--- src/design/dal_paket.sv ---
package dal_paket;

    // data path widths
    localparam int PS_BIT   = 32;
    localparam int VERI_BIT = 32;

    localparam int UOP_DAL_BIT = 4;

    localparam logic [UOP_DAL_BIT-1:0] UOP_DAL_YOK   = 4'd0;  // bubble, no branch
    localparam logic [UOP_DAL_BIT-1:0] UOP_DAL_BEQ   = 4'd1;
    localparam logic [UOP_DAL_BIT-1:0] UOP_DAL_BNE   = 4'd2;
    localparam logic [UOP_DAL_BIT-1:0] UOP_DAL_BLT   = 4'd3;
    localparam logic [UOP_DAL_BIT-1:0] UOP_DAL_BGE   = 4'd4;
    localparam logic [UOP_DAL_BIT-1:0] UOP_DAL_BLTU  = 4'd5;
    localparam logic [UOP_DAL_BIT-1:0] UOP_DAL_BGEU  = 4'd6;
    localparam logic [UOP_DAL_BIT-1:0] UOP_DAL_JAL   = 4'd7;
    localparam logic [UOP_DAL_BIT-1:0] UOP_DAL_JALR  = 4'd8;
    localparam logic [UOP_DAL_BIT-1:0] UOP_DAL_CJAL  = 4'd9;   // compressed jal
    localparam logic [UOP_DAL_BIT-1:0] UOP_DAL_CJALR = 4'd10;  // compressed jalr

    // sequential pc steps
    localparam logic [PS_BIT-1:0] PS_ADIM     = 32'd4;
    localparam logic [PS_BIT-1:0] PS_ADIM_RVC = 32'd2;

    // direct mapped btb, index from pc[4:1]
    localparam int BTB_SATIR      = 16;
    localparam int BTB_IDX_BIT    = 4;
    localparam int BTB_ETIKET_BIT = PS_BIT - BTB_IDX_BIT - 1;

    localparam int SAYAC_BIT = 2;
    localparam logic [SAYAC_BIT-1:0] SAYAC_SIFIRLAMA  = 2'd1;  // weakly not taken
    localparam logic [SAYAC_BIT-1:0] SAYAC_ZAYIF_ATLA = 2'd2;  // weakly taken

    // true for every code the execute stage knows
    function automatic logic kod_tanimli(input logic [UOP_DAL_BIT-1:0] kod);
        logic sonuc;
        case (kod)
        UOP_DAL_YOK,
        UOP_DAL_BEQ,
        UOP_DAL_BNE,
        UOP_DAL_BLT,
        UOP_DAL_BGE,
        UOP_DAL_BLTU,
        UOP_DAL_BGEU,
        UOP_DAL_JAL,
        UOP_DAL_JALR,
        UOP_DAL_CJAL,
        UOP_DAL_CJALR: sonuc = 1'b1;
        default:       sonuc = 1'b0;
        endcase
        return sonuc;
    endfunction

endpackage

--- src/design/yurut_kaydedici.sv ---
`timescale 1ns/1ps

module yurut_kaydedici (
    input  logic                                clk_i,
    input  logic                                reset_i,

    input  logic                                islem_gecerli_i,
    input  logic [dal_paket::UOP_DAL_BIT-1:0]   islem_kod_i,
    input  logic [dal_paket::PS_BIT-1:0]        islem_ps_i,
    input  logic [dal_paket::VERI_BIT-1:0]      islem_anlik_i,
    input  logic [dal_paket::VERI_BIT-1:0]      islem_rs1_i,
    input  logic [dal_paket::VERI_BIT-1:0]      islem_rs2_i,
    input  logic                                islem_atladi_i,
    input  logic                                islem_rvc_i,

    output logic [dal_paket::UOP_DAL_BIT-1:0]   kod_o,
    output logic [dal_paket::PS_BIT-1:0]        ps_o,
    output logic [dal_paket::PS_BIT-1:0]        islec_o,
    output logic [dal_paket::VERI_BIT-1:0]      anlik_o,
    output logic                                atladi_o,
    output logic                                rvc_o,
    output logic                                esittir_o,
    output logic                                kucuktur_o,
    output logic                                kucuktur_isaretsiz_o
);

logic [dal_paket::UOP_DAL_BIT-1:0]  kod_r;
logic [dal_paket::PS_BIT-1:0]       ps_r;
logic [dal_paket::PS_BIT-1:0]       islec_r;
logic [dal_paket::VERI_BIT-1:0]     anlik_r;
logic                               atladi_r;
logic                               rvc_r;
logic                               esittir_r;
logic                               kucuktur_r;
logic                               kucuktur_isaretsiz_r;
logic                               jalr_mi;

// register based jumps take rs1 as base
assign jalr_mi = (islem_kod_i == dal_paket::UOP_DAL_JALR) ||
                 (islem_kod_i == dal_paket::UOP_DAL_CJALR);

always_ff @(posedge clk_i) begin
    if (reset_i) begin
        kod_r <= dal_paket::UOP_DAL_YOK;
    end else begin
        kod_r <= islem_gecerli_i ? islem_kod_i : dal_paket::UOP_DAL_YOK;  // bubble if idle
    end
end

always_ff @(posedge clk_i) begin
    if (islem_gecerli_i) begin
        ps_r                 <= islem_ps_i;
        islec_r              <= jalr_mi ? islem_rs1_i : islem_ps_i;
        anlik_r              <= islem_anlik_i;
        atladi_r             <= islem_atladi_i;
        rvc_r                <= islem_rvc_i;
        esittir_r            <= islem_rs1_i == islem_rs2_i;
        kucuktur_r           <= $signed(islem_rs1_i) < $signed(islem_rs2_i);
        kucuktur_isaretsiz_r <= islem_rs1_i < islem_rs2_i;
    end
end

assign kod_o                = kod_r;
assign ps_o                 = ps_r;
assign islec_o              = islec_r;
assign anlik_o              = anlik_r;
assign atladi_o             = atladi_r;
assign rvc_o                = rvc_r;
assign esittir_o            = esittir_r;
assign kucuktur_o           = kucuktur_r;
assign kucuktur_isaretsiz_o = kucuktur_isaretsiz_r;

// an accepted code must be one the branch unit decodes
a_kod_tanimli: assert property (
    @(posedge clk_i) disable iff (reset_i)
    islem_gecerli_i |=> dal_paket::kod_tanimli(kod_r)
);

endmodule

--- src/design/dallanma_birimi.sv ---
`timescale 1ns/1ps

module dallanma_birimi (
    input  logic [dal_paket::UOP_DAL_BIT-1:0]   islem_kod_i,
    input  logic [dal_paket::PS_BIT-1:0]        islem_ps_i,
    input  logic [dal_paket::PS_BIT-1:0]        islem_islec_i,
    input  logic [dal_paket::VERI_BIT-1:0]      islem_anlik_i,
    input  logic                                islem_atladi_i,
    input  logic                                islem_rvc_i,

    input  logic                                amb_esittir_i,
    input  logic                                amb_kucuktur_i,
    input  logic                                amb_kucuktur_isaretsiz_i,

    output logic [dal_paket::PS_BIT-1:0]        g1_ps_o,
    output logic                                g1_ps_gecerli_o,

    output logic [dal_paket::PS_BIT-1:0]        g2_ps_o,
    output logic [dal_paket::PS_BIT-1:0]        g2_hedef_ps_o,
    output logic                                g2_guncelle_o,
    output logic                                g2_atladi_o,
    output logic                                g2_hatali_tahmin_o,

    output logic [dal_paket::PS_BIT-1:0]        ps_atlamadi_o
);

logic [dal_paket::PS_BIT-1:0]   ps_atladi;      // base + imm
logic [dal_paket::PS_BIT-1:0]   ps_arti2;
logic [dal_paket::PS_BIT-1:0]   ps_arti4;
logic                           kosul;

logic [dal_paket::PS_BIT-1:0]   g1_ps;
logic                           g1_ps_gecerli;
logic [dal_paket::PS_BIT-1:0]   g2_ps;
logic [dal_paket::PS_BIT-1:0]   g2_hedef_ps;
logic                           g2_guncelle;
logic                           g2_atladi;
logic                           g2_hatali_tahmin;
logic [dal_paket::PS_BIT-1:0]   ps_atlamadi;
logic [dal_paket::PS_BIT-1:0]   hedef;

// target adder folded in here
assign ps_atladi = islem_islec_i + islem_anlik_i;
assign ps_arti2  = islem_ps_i + dal_paket::PS_ADIM_RVC;
assign ps_arti4  = islem_ps_i + dal_paket::PS_ADIM;

// flag picked by the branch kind
always_comb begin
    case (islem_kod_i)
    dal_paket::UOP_DAL_BEQ:  kosul = amb_esittir_i;
    dal_paket::UOP_DAL_BNE:  kosul = !amb_esittir_i;
    dal_paket::UOP_DAL_BLT:  kosul = amb_kucuktur_i;
    dal_paket::UOP_DAL_BGE:  kosul = !amb_kucuktur_i;
    dal_paket::UOP_DAL_BLTU: kosul = amb_kucuktur_isaretsiz_i;
    dal_paket::UOP_DAL_BGEU: kosul = !amb_kucuktur_isaretsiz_i;
    default:                 kosul = 1'b0;
    endcase
end

always_comb begin
    g1_ps            = '0;
    g1_ps_gecerli    = 1'b0;
    g2_ps            = '0;
    g2_guncelle      = 1'b0;
    g2_atladi        = 1'b0;
    g2_hatali_tahmin = 1'b0;
    ps_atlamadi      = '0;
    hedef            = '0;

    case (islem_kod_i)
    dal_paket::UOP_DAL_BEQ,
    dal_paket::UOP_DAL_BNE,
    dal_paket::UOP_DAL_BLT,
    dal_paket::UOP_DAL_BGE,
    dal_paket::UOP_DAL_BLTU,
    dal_paket::UOP_DAL_BGEU: begin
        ps_atlamadi      = islem_rvc_i ? ps_arti2 : ps_arti4;
        hedef            = ps_atladi;
        g2_ps            = islem_ps_i;
        g2_guncelle      = 1'b1;
        g2_atladi        = kosul;
        g2_hatali_tahmin = kosul != islem_atladi_i;

        // redirect only when fetch went the wrong way
        g1_ps         = kosul ? ps_atladi : ps_atlamadi;
        g1_ps_gecerli = g2_hatali_tahmin;
    end
    dal_paket::UOP_DAL_JAL,
    dal_paket::UOP_DAL_CJAL: begin
        ps_atlamadi      = (islem_rvc_i || islem_kod_i == dal_paket::UOP_DAL_CJAL)
                         ? ps_arti2 : ps_arti4;
        hedef            = ps_atladi;
        g2_ps            = islem_ps_i;
        g2_atladi        = 1'b1;
        g2_hatali_tahmin = 1'b1;
        g1_ps            = hedef;
        g1_ps_gecerli    = 1'b1;
    end
    dal_paket::UOP_DAL_JALR,
    dal_paket::UOP_DAL_CJALR: begin
        ps_atlamadi      = (islem_rvc_i || islem_kod_i == dal_paket::UOP_DAL_CJALR)
                         ? ps_arti2 : ps_arti4;
        hedef            = {ps_atladi[dal_paket::PS_BIT-1:1], 1'b0};  // lsb cleared
        g2_ps            = islem_ps_i;
        g2_atladi        = 1'b1;
        g2_hatali_tahmin = 1'b1;
        g1_ps            = hedef;
        g1_ps_gecerli    = 1'b1;
    end
    default: begin
    end
    endcase

    g2_hedef_ps = g2_atladi ? hedef : ps_atlamadi;
end

assign g1_ps_o            = g1_ps;
assign g1_ps_gecerli_o    = g1_ps_gecerli;
assign g2_ps_o            = g2_ps;
assign g2_hedef_ps_o      = g2_hedef_ps;
assign g2_guncelle_o      = g2_guncelle;
assign g2_atladi_o        = g2_atladi;
assign g2_hatali_tahmin_o = g2_hatali_tahmin;
assign ps_atlamadi_o      = ps_atlamadi;

// pc and immediate from execute must keep redirects halfword aligned
always_comb begin
    a_yonlendirme_hizali: assert final (!g1_ps_gecerli || !g1_ps[0]);
end

endmodule

--- src/design/dal_ongorucu.sv ---
`timescale 1ns/1ps

module dal_ongorucu (
    input  logic                            clk_i,
    input  logic                            reset_i,

    input  logic [dal_paket::PS_BIT-1:0]    sorgu_ps_i,

    input  logic                            guncelle_i,
    input  logic [dal_paket::PS_BIT-1:0]    guncelle_ps_i,
    input  logic [dal_paket::PS_BIT-1:0]    guncelle_hedef_i,
    input  logic                            guncelle_atladi_i,

    output logic                            tahmin_atla_o,
    output logic [dal_paket::PS_BIT-1:0]    tahmin_hedef_o
);

logic                                   gecerli_r [dal_paket::BTB_SATIR];
logic [dal_paket::SAYAC_BIT-1:0]        sayac_r   [dal_paket::BTB_SATIR];
logic [dal_paket::BTB_ETIKET_BIT-1:0]   etiket_r  [dal_paket::BTB_SATIR];
logic [dal_paket::PS_BIT-1:0]           hedef_r   [dal_paket::BTB_SATIR];

logic [dal_paket::BTB_IDX_BIT-1:0]      sorgu_idx;
logic [dal_paket::BTB_ETIKET_BIT-1:0]   sorgu_etiket;
logic [dal_paket::BTB_IDX_BIT-1:0]      gun_idx;
logic [dal_paket::BTB_ETIKET_BIT-1:0]   gun_etiket;
logic                                   gun_isabet;

// pc bit 0 is always zero so the index starts at bit 1
assign sorgu_idx    = sorgu_ps_i[dal_paket::BTB_IDX_BIT:1];
assign sorgu_etiket = sorgu_ps_i[dal_paket::PS_BIT-1:dal_paket::BTB_IDX_BIT+1];
assign gun_idx      = guncelle_ps_i[dal_paket::BTB_IDX_BIT:1];
assign gun_etiket   = guncelle_ps_i[dal_paket::PS_BIT-1:dal_paket::BTB_IDX_BIT+1];

assign gun_isabet = gecerli_r[gun_idx] && (etiket_r[gun_idx] == gun_etiket);

// taken if the entry matches and the counter msb is set
assign tahmin_atla_o  = gecerli_r[sorgu_idx] && (etiket_r[sorgu_idx] == sorgu_etiket) &&
                        sayac_r[sorgu_idx][dal_paket::SAYAC_BIT-1];
assign tahmin_hedef_o = hedef_r[sorgu_idx];

always_ff @(posedge clk_i) begin
    if (reset_i) begin
        for (int i = 0; i < dal_paket::BTB_SATIR; i++) begin
            gecerli_r[i] <= 1'b0;
            sayac_r[i]   <= dal_paket::SAYAC_SIFIRLAMA;
        end
    end else if (guncelle_i) begin
        gecerli_r[gun_idx] <= 1'b1;
        if (!gun_isabet) begin
            // new entry starts weak
            sayac_r[gun_idx] <= guncelle_atladi_i ? dal_paket::SAYAC_ZAYIF_ATLA
                                                  : dal_paket::SAYAC_SIFIRLAMA;
        end else if (guncelle_atladi_i) begin
            if (sayac_r[gun_idx] != '1) begin
                sayac_r[gun_idx] <= sayac_r[gun_idx] + 1'b1;
            end
        end else begin
            if (sayac_r[gun_idx] != '0) begin
                sayac_r[gun_idx] <= sayac_r[gun_idx] - 1'b1;
            end
        end
    end
end

always_ff @(posedge clk_i) begin
    if (guncelle_i) begin
        if (!gun_isabet) begin
            etiket_r[gun_idx] <= gun_etiket;
        end
        if (guncelle_atladi_i) begin
            hedef_r[gun_idx] <= guncelle_hedef_i;  // keep old target when not taken
        end
    end
end

endmodule

--- src/design/getir_ps.sv ---
`timescale 1ns/1ps

module getir_ps (
    input  logic                            clk_i,
    input  logic                            reset_i,

    input  logic                            yonlendir_i,
    input  logic [dal_paket::PS_BIT-1:0]    yonlendir_ps_i,

    input  logic                            tahmin_atla_i,
    input  logic [dal_paket::PS_BIT-1:0]    tahmin_hedef_i,

    output logic [dal_paket::PS_BIT-1:0]    getir_ps_o
);

logic [dal_paket::PS_BIT-1:0]   ps_r;
logic [dal_paket::PS_BIT-1:0]   ps_sonraki;

// redirect beats prediction, prediction beats sequential
always_comb begin
    if (yonlendir_i) begin
        ps_sonraki = yonlendir_ps_i;
    end else if (tahmin_atla_i) begin
        ps_sonraki = tahmin_hedef_i;
    end else begin
        ps_sonraki = ps_r + dal_paket::PS_ADIM;
    end
end

always_ff @(posedge clk_i) begin
    if (reset_i) begin
        ps_r <= '0;
    end else begin
        ps_r <= ps_sonraki;
    end
end

assign getir_ps_o = ps_r;

// redirects and btb targets both come from execute, so alignment holds end to end
a_getir_hizali: assert property (
    @(posedge clk_i) disable iff (reset_i)
    !ps_r[0]
);

endmodule

--- src/design/dal_cekirdek.sv ---
`timescale 1ns/1ps

module dal_cekirdek (
    input  logic                                clk_i,
    input  logic                                reset_i,

    input  logic                                islem_gecerli_i,
    input  logic [dal_paket::UOP_DAL_BIT-1:0]   islem_kod_i,
    input  logic [dal_paket::PS_BIT-1:0]        islem_ps_i,
    input  logic [dal_paket::VERI_BIT-1:0]      islem_anlik_i,
    input  logic [dal_paket::VERI_BIT-1:0]      islem_rs1_i,
    input  logic [dal_paket::VERI_BIT-1:0]      islem_rs2_i,
    input  logic                                islem_atladi_i,
    input  logic                                islem_rvc_i,

    output logic [dal_paket::PS_BIT-1:0]        g1_ps_o,
    output logic                                g1_ps_gecerli_o,
    output logic [dal_paket::PS_BIT-1:0]        g2_ps_o,
    output logic [dal_paket::PS_BIT-1:0]        g2_hedef_ps_o,
    output logic                                g2_guncelle_o,
    output logic                                g2_atladi_o,
    output logic                                g2_hatali_tahmin_o,
    output logic [dal_paket::PS_BIT-1:0]        ps_atlamadi_o,

    output logic [dal_paket::PS_BIT-1:0]        getir_ps_o,
    output logic                                getir_tahmin_atla_o
);

logic [dal_paket::UOP_DAL_BIT-1:0]  y_kod;
logic [dal_paket::PS_BIT-1:0]       y_ps;
logic [dal_paket::PS_BIT-1:0]       y_islec;
logic [dal_paket::VERI_BIT-1:0]     y_anlik;
logic                               y_atladi;
logic                               y_rvc;
logic                               y_esittir;
logic                               y_kucuktur;
logic                               y_kucuktur_isaretsiz;
logic [dal_paket::PS_BIT-1:0]       tahmin_hedef;

yurut_kaydedici yurut0 (
    .clk_i                ( clk_i ),
    .reset_i              ( reset_i ),
    .islem_gecerli_i      ( islem_gecerli_i ),
    .islem_kod_i          ( islem_kod_i ),
    .islem_ps_i           ( islem_ps_i ),
    .islem_anlik_i        ( islem_anlik_i ),
    .islem_rs1_i          ( islem_rs1_i ),
    .islem_rs2_i          ( islem_rs2_i ),
    .islem_atladi_i       ( islem_atladi_i ),
    .islem_rvc_i          ( islem_rvc_i ),
    .kod_o                ( y_kod ),
    .ps_o                 ( y_ps ),
    .islec_o              ( y_islec ),
    .anlik_o              ( y_anlik ),
    .atladi_o             ( y_atladi ),
    .rvc_o                ( y_rvc ),
    .esittir_o            ( y_esittir ),
    .kucuktur_o           ( y_kucuktur ),
    .kucuktur_isaretsiz_o ( y_kucuktur_isaretsiz )
);

dallanma_birimi dal0 (
    .islem_kod_i              ( y_kod ),
    .islem_ps_i               ( y_ps ),
    .islem_islec_i            ( y_islec ),
    .islem_anlik_i            ( y_anlik ),
    .islem_atladi_i           ( y_atladi ),
    .islem_rvc_i              ( y_rvc ),
    .amb_esittir_i            ( y_esittir ),
    .amb_kucuktur_i           ( y_kucuktur ),
    .amb_kucuktur_isaretsiz_i ( y_kucuktur_isaretsiz ),
    .g1_ps_o                  ( g1_ps_o ),
    .g1_ps_gecerli_o          ( g1_ps_gecerli_o ),
    .g2_ps_o                  ( g2_ps_o ),
    .g2_hedef_ps_o            ( g2_hedef_ps_o ),
    .g2_guncelle_o            ( g2_guncelle_o ),
    .g2_atladi_o              ( g2_atladi_o ),
    .g2_hatali_tahmin_o       ( g2_hatali_tahmin_o ),
    .ps_atlamadi_o            ( ps_atlamadi_o )
);

// looked up with the current fetch pc
dal_ongorucu ongorucu0 (
    .clk_i             ( clk_i ),
    .reset_i           ( reset_i ),
    .sorgu_ps_i        ( getir_ps_o ),
    .guncelle_i        ( g2_guncelle_o ),
    .guncelle_ps_i     ( g2_ps_o ),
    .guncelle_hedef_i  ( g2_hedef_ps_o ),
    .guncelle_atladi_i ( g2_atladi_o ),
    .tahmin_atla_o     ( getir_tahmin_atla_o ),
    .tahmin_hedef_o    ( tahmin_hedef )
);

getir_ps getir0 (
    .clk_i          ( clk_i ),
    .reset_i        ( reset_i ),
    .yonlendir_i    ( g1_ps_gecerli_o ),
    .yonlendir_ps_i ( g1_ps_o ),
    .tahmin_atla_i  ( getir_tahmin_atla_o ),
    .tahmin_hedef_i ( tahmin_hedef ),
    .getir_ps_o     ( getir_ps_o )
);

endmodule

--- config.mk ---
export PLATFORM = sky130hd
export DESIGN_NAME = dal_cekirdek
export DESIGN_NICKNAME = d
export VERILOG_FILES = /design/src/design/dal_paket.sv /design/src/design/yurut_kaydedici.sv /design/src/design/dallanma_birimi.sv /design/src/design/dal_ongorucu.sv /design/src/design/getir_ps.sv /design/src/design/dal_cekirdek.sv
export SDC_FILE = /design/constraint.sdc
export NUM_CORES = 2
export LEC_CHECK = 0
export ABC_AREA = 0
export BUFFER_PORTS_ARGS = -buffer_cell sky130_fd_sc_hd__buf_2
export CORE_MARGIN = 2
export CORE_UTILIZATION = 55
export DETAILED_ROUTE_END_ITERATION = 16
export PLACE_DENSITY = 0.69
export SLEW_MARGIN = 0
export SYNTH_ARGS = -nofsm -noshare
export SYNTH_HDL_FRONTEND = slang
export SYNTH_SLANG_ARGS = --single-unit
export TNS_END_PERCENT = 20
--- constraint.sdc ---
create_clock -name clk_i -period 5.6 [get_ports clk_i]
set_input_delay 0.56 -clock clk_i [delete_from_list [all_inputs] [get_ports clk_i]]
set_output_delay 0.56 -clock clk_i [all_outputs]
set_load 0.01 [all_outputs]
==> Word level (Yosys, flattened, before mapping) <==
Memory sizes are Yosys's and may differ from the RTL's. A register that Yosys moved wholly into a read port is not among the register bits.
Index checks and enable logic that the tools add are counted.
{ "op_classes": {"n_addsub": 6, "magnitude_cmp": 2, "n_eq_ne": 17, "muxes": 54, "n_bitwise": 3, "reduce_logical": 19} }
{ "ops": {"columns": ["op", "n"], "rows": [
  ["$mux 32", 9],
  ["$pmux 32 s3", 2],
  ["$add 32x3->32 const B", 2],
  ["$lt 32x32->1", 2],
  ["$pmux 32 s2", 1],
  ["$eq 27x27->1", 2],
  ["$add 32x2->32 const B", 1],
  ["$add 32x32->32", 1],
  ["$eq 32x32->1", 1],
  ["$mux 1", 29],
  ["$mux 4", 6],
  ["$eq 4x4->1 const B", 5],
  ["$eq 4x3->1 const B", 4],
  ["$reduce_or 10->1", 1],
  ["$eq 4x2->1 const B", 2],
  ["$mux 2", 4],
  ["$reduce_or 2->1", 4],
  ["$reduce_or 8->1", 1],
  ["$pmux 1 s6", 1],
  ["$reduce_or 6->1", 1],
  ["$eq 4x1->1 const B", 1],
  ["$pmux 1 s2", 2],
  ["$reduce_or 4->1", 1],
  ["$logic_and 1x1->1", 3],
  ["other kinds (10)", 15]
]} }
{ "totals": {"regBits": 137, "ram_bits": 992, "input_bits": 137, "output_inout_bits": 165, "mem_count": 4} }
{ "memory_table": {"columns": ["name", "depth", "width", "rd", "rd_ports_with_merged_regs", "wr", "line_no", "text"], "rows": [
  ["ongorucu0.hedef_r", 16, 32, 1, 1, 1, "dal_ongorucu.sv:21", "logic [dal_paket::PS_BIT-1:0] hedef_r [dal_paket::BTB_SATIR];"],
  ["ongorucu0.etiket_r", 16, 27, 2, 1, 1, "dal_ongorucu.sv:20", "logic [dal_paket::BTB_ETIKET_BIT-1:0] etiket_r [dal_paket::BTB_SATIR];"],
  ["ongorucu0.sayac_r", 16, 2, 2, 1, 16, "dal_ongorucu.sv:19", "logic [dal_paket::SAYAC_BIT-1:0] sayac_r [dal_paket::BTB_SATIR];"],
  ["ongorucu0.gecerli_r", 16, 1, 2, 1, 16, "dal_ongorucu.sv:18", "logic gecerli_r [dal_paket::BTB_SATIR];"]
]} }

==> Longest topological paths before layout <==
An unclocked memory read counts as a cell.
{ "depth": {"depth_word": 15, "depth_mapped": 21, "ltp_nobuf": 15} }

==> Hierarchy <==
From an unflattened synthesis, not the netlist that was laid out.
{ "hier_totals": {"hier_cells": 3315, "hier_area_um2": 53792.8} }
{ "by_module_without_submodules": {"columns": ["module", "instances", "cells_per_inst", "area_per_inst_um2", "seq_area_each_um2"], "rows": [
  ["dal_ongorucu", 1, 1989, 42423.2, 29628.4],
  ["dallanma_birimi", 1, 837, 5069.9, 0.0],
  ["yurut_kaydedici", 1, 261, 4351.7, 3113.0],
  ["getir_ps", 1, 228, 1948.1, 640.6]
]} }

==> Worst setup path after synthesis <==
No wires, ideal clock.
{ "synth_path": {"path_type": "register to register", "startpoint": "register yurut0.kod_r (netlist bit yurut0.kod_o[1])", "endpoint": "memory ongorucu0.etiket_r[14][0] in the netlist's numbering (enable)", "setup_time_ps": 445, "arrival_time_ps": 4608, "required_time_ps": 5155, "slack_ps": 547, "path_stages_with_launch": 16, "path_cell_list": "dfxtp_1 > buf_6 > or4_4 > buf_6 > buf_6 > o211ai_1 > buf_2 > o221ai_1 > or3_1 > nor4_1 > nor2_1 > nand2_1 > nor4_2 > nand2_1 > nand2_1 > nor3_1"} }
{ "synth_between": {"elab_chain_len": 9, "elab_cells_between_ends": 21} }
{ "synth_rtl": {"columns": ["element", "line_no", "text"], "rows": [
  ["from (decl)", "yurut_kaydedici.sv:27", "logic [dal_paket::UOP_DAL_BIT-1:0] kod_r;"],
  ["from (signal assigned)", "yurut_kaydedici.sv:44", "kod_r <= dal_paket::UOP_DAL_YOK;"],
  ["from (signal assigned)", "yurut_kaydedici.sv:46", "kod_r <= islem_gecerli_i ? islem_kod_i : dal_paket::UOP_DAL_YOK;"],
  ["$eq 4x1->1, or another cell as far along", "dallanma_birimi.sv:70", "case (islem_kod_i)"],
  ["$reduce_or 10->1 (no source line)", null, null],
  ["$mux 32", "dallanma_birimi.sv:70", null],
  ["$mem_v2 16x27", null, null],
  ["$eq 27x27->1", "dal_ongorucu.sv:35", "assign gun_isabet = gecerli_r[gun_idx] && (etiket_r[gun_idx] == gun_etiket);"],
  ["$logic_and 1x1->1", "dal_ongorucu.sv:35", null],
  ["$mux 1", "dal_ongorucu.sv:68", "if (!gun_isabet) begin"],
  ["$mux 1", "dal_ongorucu.sv:67", "if (guncelle_i) begin"],
  ["$mux 1 (implied by the code)", "dal_ongorucu.sv:69", "etiket_r[gun_idx] <= gun_etiket;"],
  ["to (decl)", "dal_ongorucu.sv:20", null]
]} }
Parallel ways exist; a longest one is shown, timed or not.

==> Worst setup path after layout <==
{ "layout_path": {"startpoint": "register yurut0.kod_r (netlist bit yurut0.kod_o[3])", "endpoint": "output port g1_ps_o[3] in the netlist's numbering"} }
{ "layout_between": {"elab_chain_len": 4, "elab_cells_between_ends": 16} }
{ "layout_rtl": {"columns": ["element", "line_no", "text"], "rows": [
  ["$eq 4x3->1, or another cell as far along", "dallanma_birimi.sv:49, dallanma_birimi.sv:70", null],
  ["$pmux 1 s6", "dallanma_birimi.sv:49", "case (islem_kod_i)"],
  ["$mux 32", "dallanma_birimi.sv:85", "g1_ps = kosul ? ps_atladi : ps_atlamadi;"],
  ["$pmux 32 s3 (*)", "dallanma_birimi.sv:70", null],
  ["to (decl)", "dal_cekirdek.sv:16", "output logic [dal_paket::PS_BIT-1:0] g1_ps_o,"]
]} }
Mark *: on every way between the ends. The rest lies on a longest branch, timed or not.

==> flow_summary_export.csv <==
group,metric,value,unit
routing,drtAntennaViolNets,0,
global_routing,grt_usage,0.3826,
pwr,ir_worst_vdd,0.3144,mV
synthesis,syn_area_per_cell,14.39,um2
synthesis,synthCells,3807,
clock_tree,root_buffer,"clkbuf_16",
setup_path,worstPathArrival,5010,ps
synthesis,synth-main-ff-cell,"edfxtp_1",
synthesis,synth_cell_type_count,90,
synthesis,synth-edff-count,1077,
routing,wl_per_cell,35.14,um
finish,area_growth,15.87,%
clock_tree,cts_tree,"done",
synthesis,async_reset_ff_frac,0,
pwr,p_leak,20.07,nW
clock_tree,path_clk_slew,60,ps
die,start_util,0.5558,
global_routing,grt_max_degree,101,
job,drv_cap,0,
setup_path,worstSetupPathType,"reg2out",
placed_design,place_ws,460.9,ps
die,dieHeight,319.6,um
finish,final_area,0.06348,mm2
setup_path,cp.required,5040,ps
status,status,"completed",
setup_path,cp_max_fo,46,
setup_path,start_kind,"flip-flop",
finish,nFillCells,7098,
timing,worst_slack,30.18,ps
timing,min_period,5570,ps
clock_tree,cts_buffers,113,
timing,finalSetupViolCount,0,
min_path,min_path_cells,1,
placed_design,place_area,0.05918,mm2
timing,timing.hold.ws,28.08,ps
timing,tightest_slew,1263,ps
synthesis,syn-cell-area,0.05479,mm2
synthesis,synth_seq_cells,1129,
timing,post-route-period-util,0.9946,
clock_tree,clockBufferDepth,3,
placed_design,dpl.hpwl,136900,um
finish,drive_above_1_share,0.2644,
die,num_rows,115,
timing,max_freq,0.1795,GHz
placed_design,io_buffers,301,
synthesis,yosysWarnings,0,
synthesis,synthTopCellsByArea,"edfxtp_1 (59%), mux4_2 (12%), dfxtp_1 (1.9%)",
clock_tree,clock_latency,760,ps
clock_tree,h-tree-depth,3,
finish,final_nets,4453,
timing,hold_viol,0,
routing,first_iter_violations,6084,
routing,drt_first_pass_iters,6,
routing,wl,198000,um
die,core_area,0.09856,mm2
clock_tree,cts_sinks,1129,
die,die_area,0.1022,mm2
timing,slew_headroom,0.1559,
min_path,worstHoldPathType,"in2reg",
synthesis,synth_top_area_frac,0.5903,
global_routing,overflow,0,
global_routing,grt_pass1_wl,275900,um
placed_design,place_congestion,1.045,
routing,via_per_inst,7.048,
global_routing,grt_pass1_vias,37550,
die,die_width,319.6,um
synthesis,synth_seq_area_share,0.6093,
synthesis,syn_nets,4013,
die,io_pins,302,
routing,via_count,39720,
setup_path,reg2reg_depth,12,
global_routing,antenna_found_initial,12,
routing,drc_errors,0,
timing,tns,0,ps
timing,skew,77.05,ps
timing,finalMaxSlewViolations,0,
pwr,power_density,340.4,mW/mm2
setup_path,worstSetupEndpointType,"output pin",
synthesis,synth_top_area_cell,"edfxtp_1",
==> per-stage QoR <==
| step | instances | util | power [W] |
|---|---|---|---|
| 6_report | 5635 | 0.6441 | 0.02161 |
| 5_1_grt | 5633 | 0.6440 | 0.02209 |
| 4_1_cts | 5629 | 0.6433 | 0.02149 |
| 3_5_place_dp | 5361 | 0.6004 | 0.01413 |
| 3_3_place_gp | 5361 | 0.6004 | 0.01410 |
| 2_1_floorplan | 3807 | - | 0.01230 |
==> worst max-delay path: stages, from the launching register on <==
cell	delay, ps
dfxtp_2	620
buf_12	340
nor2b_1	130
o211ai_1	130
a22oi_1	140
o21ai_4	230
clkinv_1	300
nor2_1	390
nand2_1	550
o32ai_1	1060
buf_2	350
==> synth_stat cells, types with 54 or more instances <==
| master | instances |
|---|---|
| nor2_1 | 272 |
| inv_1 | 107 |
| o21ai_0 | 186 |
| nand3_1 | 56 |
| o22ai_1 | 84 |
| nand2_1 | 255 |
| xnor2_1 | 74 |
| a211oi_1 | 54 |
| edfxtp_1 | 1077 |
| mux2i_1 | 81 |
| a21oi_1 | 109 |
| ha_1 | 68 |
| mux2_2 | 65 |
| mux4_2 | 295 |
| clkbuf_1 | 141 |
==> power breakdown <==
part | internal [W] | leakage (nW) | total, W | switching [W]
combinational | 0.00149 | 9.32 | 0.00415 | 0.00267
clock | 0.00409 | 1.78 | 0.00746 | 0.00337
sequential | 0.00968 | 8.96 | 0.00999 | 0.000312
total | 0.0153 | 20.1 | 0.0216 | 0.00635
==> placed cells by master (no fill, tap or decap), types with 27 or more instances in the layout <==
master	instances
edfxtp_1	1077
buf_2	300
mux4_2	295
nand2_1	255
nor2_1	242
buf_4	199
o21ai_0	180
clkbuf_16	116
inv_1	107
a21oi_1	107
o22ai_1	81
mux2i_1	81
xnor2_1	74
ha_1	68
mux2_2	65
nand3_1	55
dlygate4sd3_1	55
a211oi_1	51
dfxtp_1	47
xor2_1	46
nor3_1	42
a2111oi_0	40
nand4_1	38
o221ai_1	35
clkinv_1	32
and2_1	31
o211ai_1	31
nor4_1	30
nor2_4	30
o21a_1	29
buf_12	29
a21o_1	27
==> final timing paths <==
kind,slack [ps],to,start
max,30,g1_ps_o[3],yurut0.kod_o[3]
min,30,yurut0.ps_o[4],islem_ps_i[4]
max reg2reg,240,ongorucu0.sayac_r[15][1],yurut0.kod_o[2]
min reg2reg,510,ongorucu0.gecerli_r[5],ongorucu0.gecerli_r[5]
==> state kept, by name, indices dropped and copies added, names as in the netlist <==
signal,cells
ongorucu0.sayac_r,32
ongorucu0.etiket_r,432
yurut0.islec_o,32
getir0.getir_ps_o,32
yurut0.esittir_o,1
ongorucu0.hedef_r,512
yurut0.kod_o,4
yurut0.kucuktur_o,1
yurut0.kucuktur_isaretsiz_o,1
yurut0.rvc_o,1
ongorucu0.gecerli_r,16
yurut0.anlik_o,32
yurut0.atladi_o,1
yurut0.ps_o,32
==> per-layer routing <==
| layer | part of all wire | vias to the layer above | track usage |
|---|---|---|---|
| li1 | - | 16130 | - |
| met1 | 0.36 | 19940 | 0.5132 |
| met2 | 0.45 | 3050 | 0.5773 |
| met3 | 0.13 | 582 | 0.1015 |
| met4 | 0.063 | 14 | 0.2003 |
| met5 | 0.00050 | - | 0 |
==> kinds of logic after synthesis <==
kind of cell / after synthesis / synth area share
XOR/XNOR: 120 / 0.01918
buffers and inverters: 370 / 0.02939
AND/OR/NAND/NOR: 865 / 0.07484
multiplexers: 441 / 0.1494
flip-flops: 1129 / 0.6093
AO/OA/AOI/OAI: 813 / 0.1019
adder cells (fa/ha/maj): 69 / 0.01590
==> cell type report <==
type	count	area, um2	share of cell area
flip-flops and latches	1129	33400	0.5261
multi-input cells	2308	20250	0.3190
repair buffers	584	4138	0.06518
clock buffers	139	3019	0.04756
well taps	1287	1610	0.02537
clock inverters	74	641.9	0.01011
inverters	111	416.7	0.006563
diodes	3	7.507	0.0001183
==> what timing repair did <==
action                                  CTS  global route
buffers inserted                          0             3
endpoints found under the hold margin    55             0
gates resized for setup                   1            10
gates cloned                              0             0
endpoints found under the setup margin    1            14
hold buffers                             55             0
pin swaps                                 0             0
(Power assumes the default switching activity.)
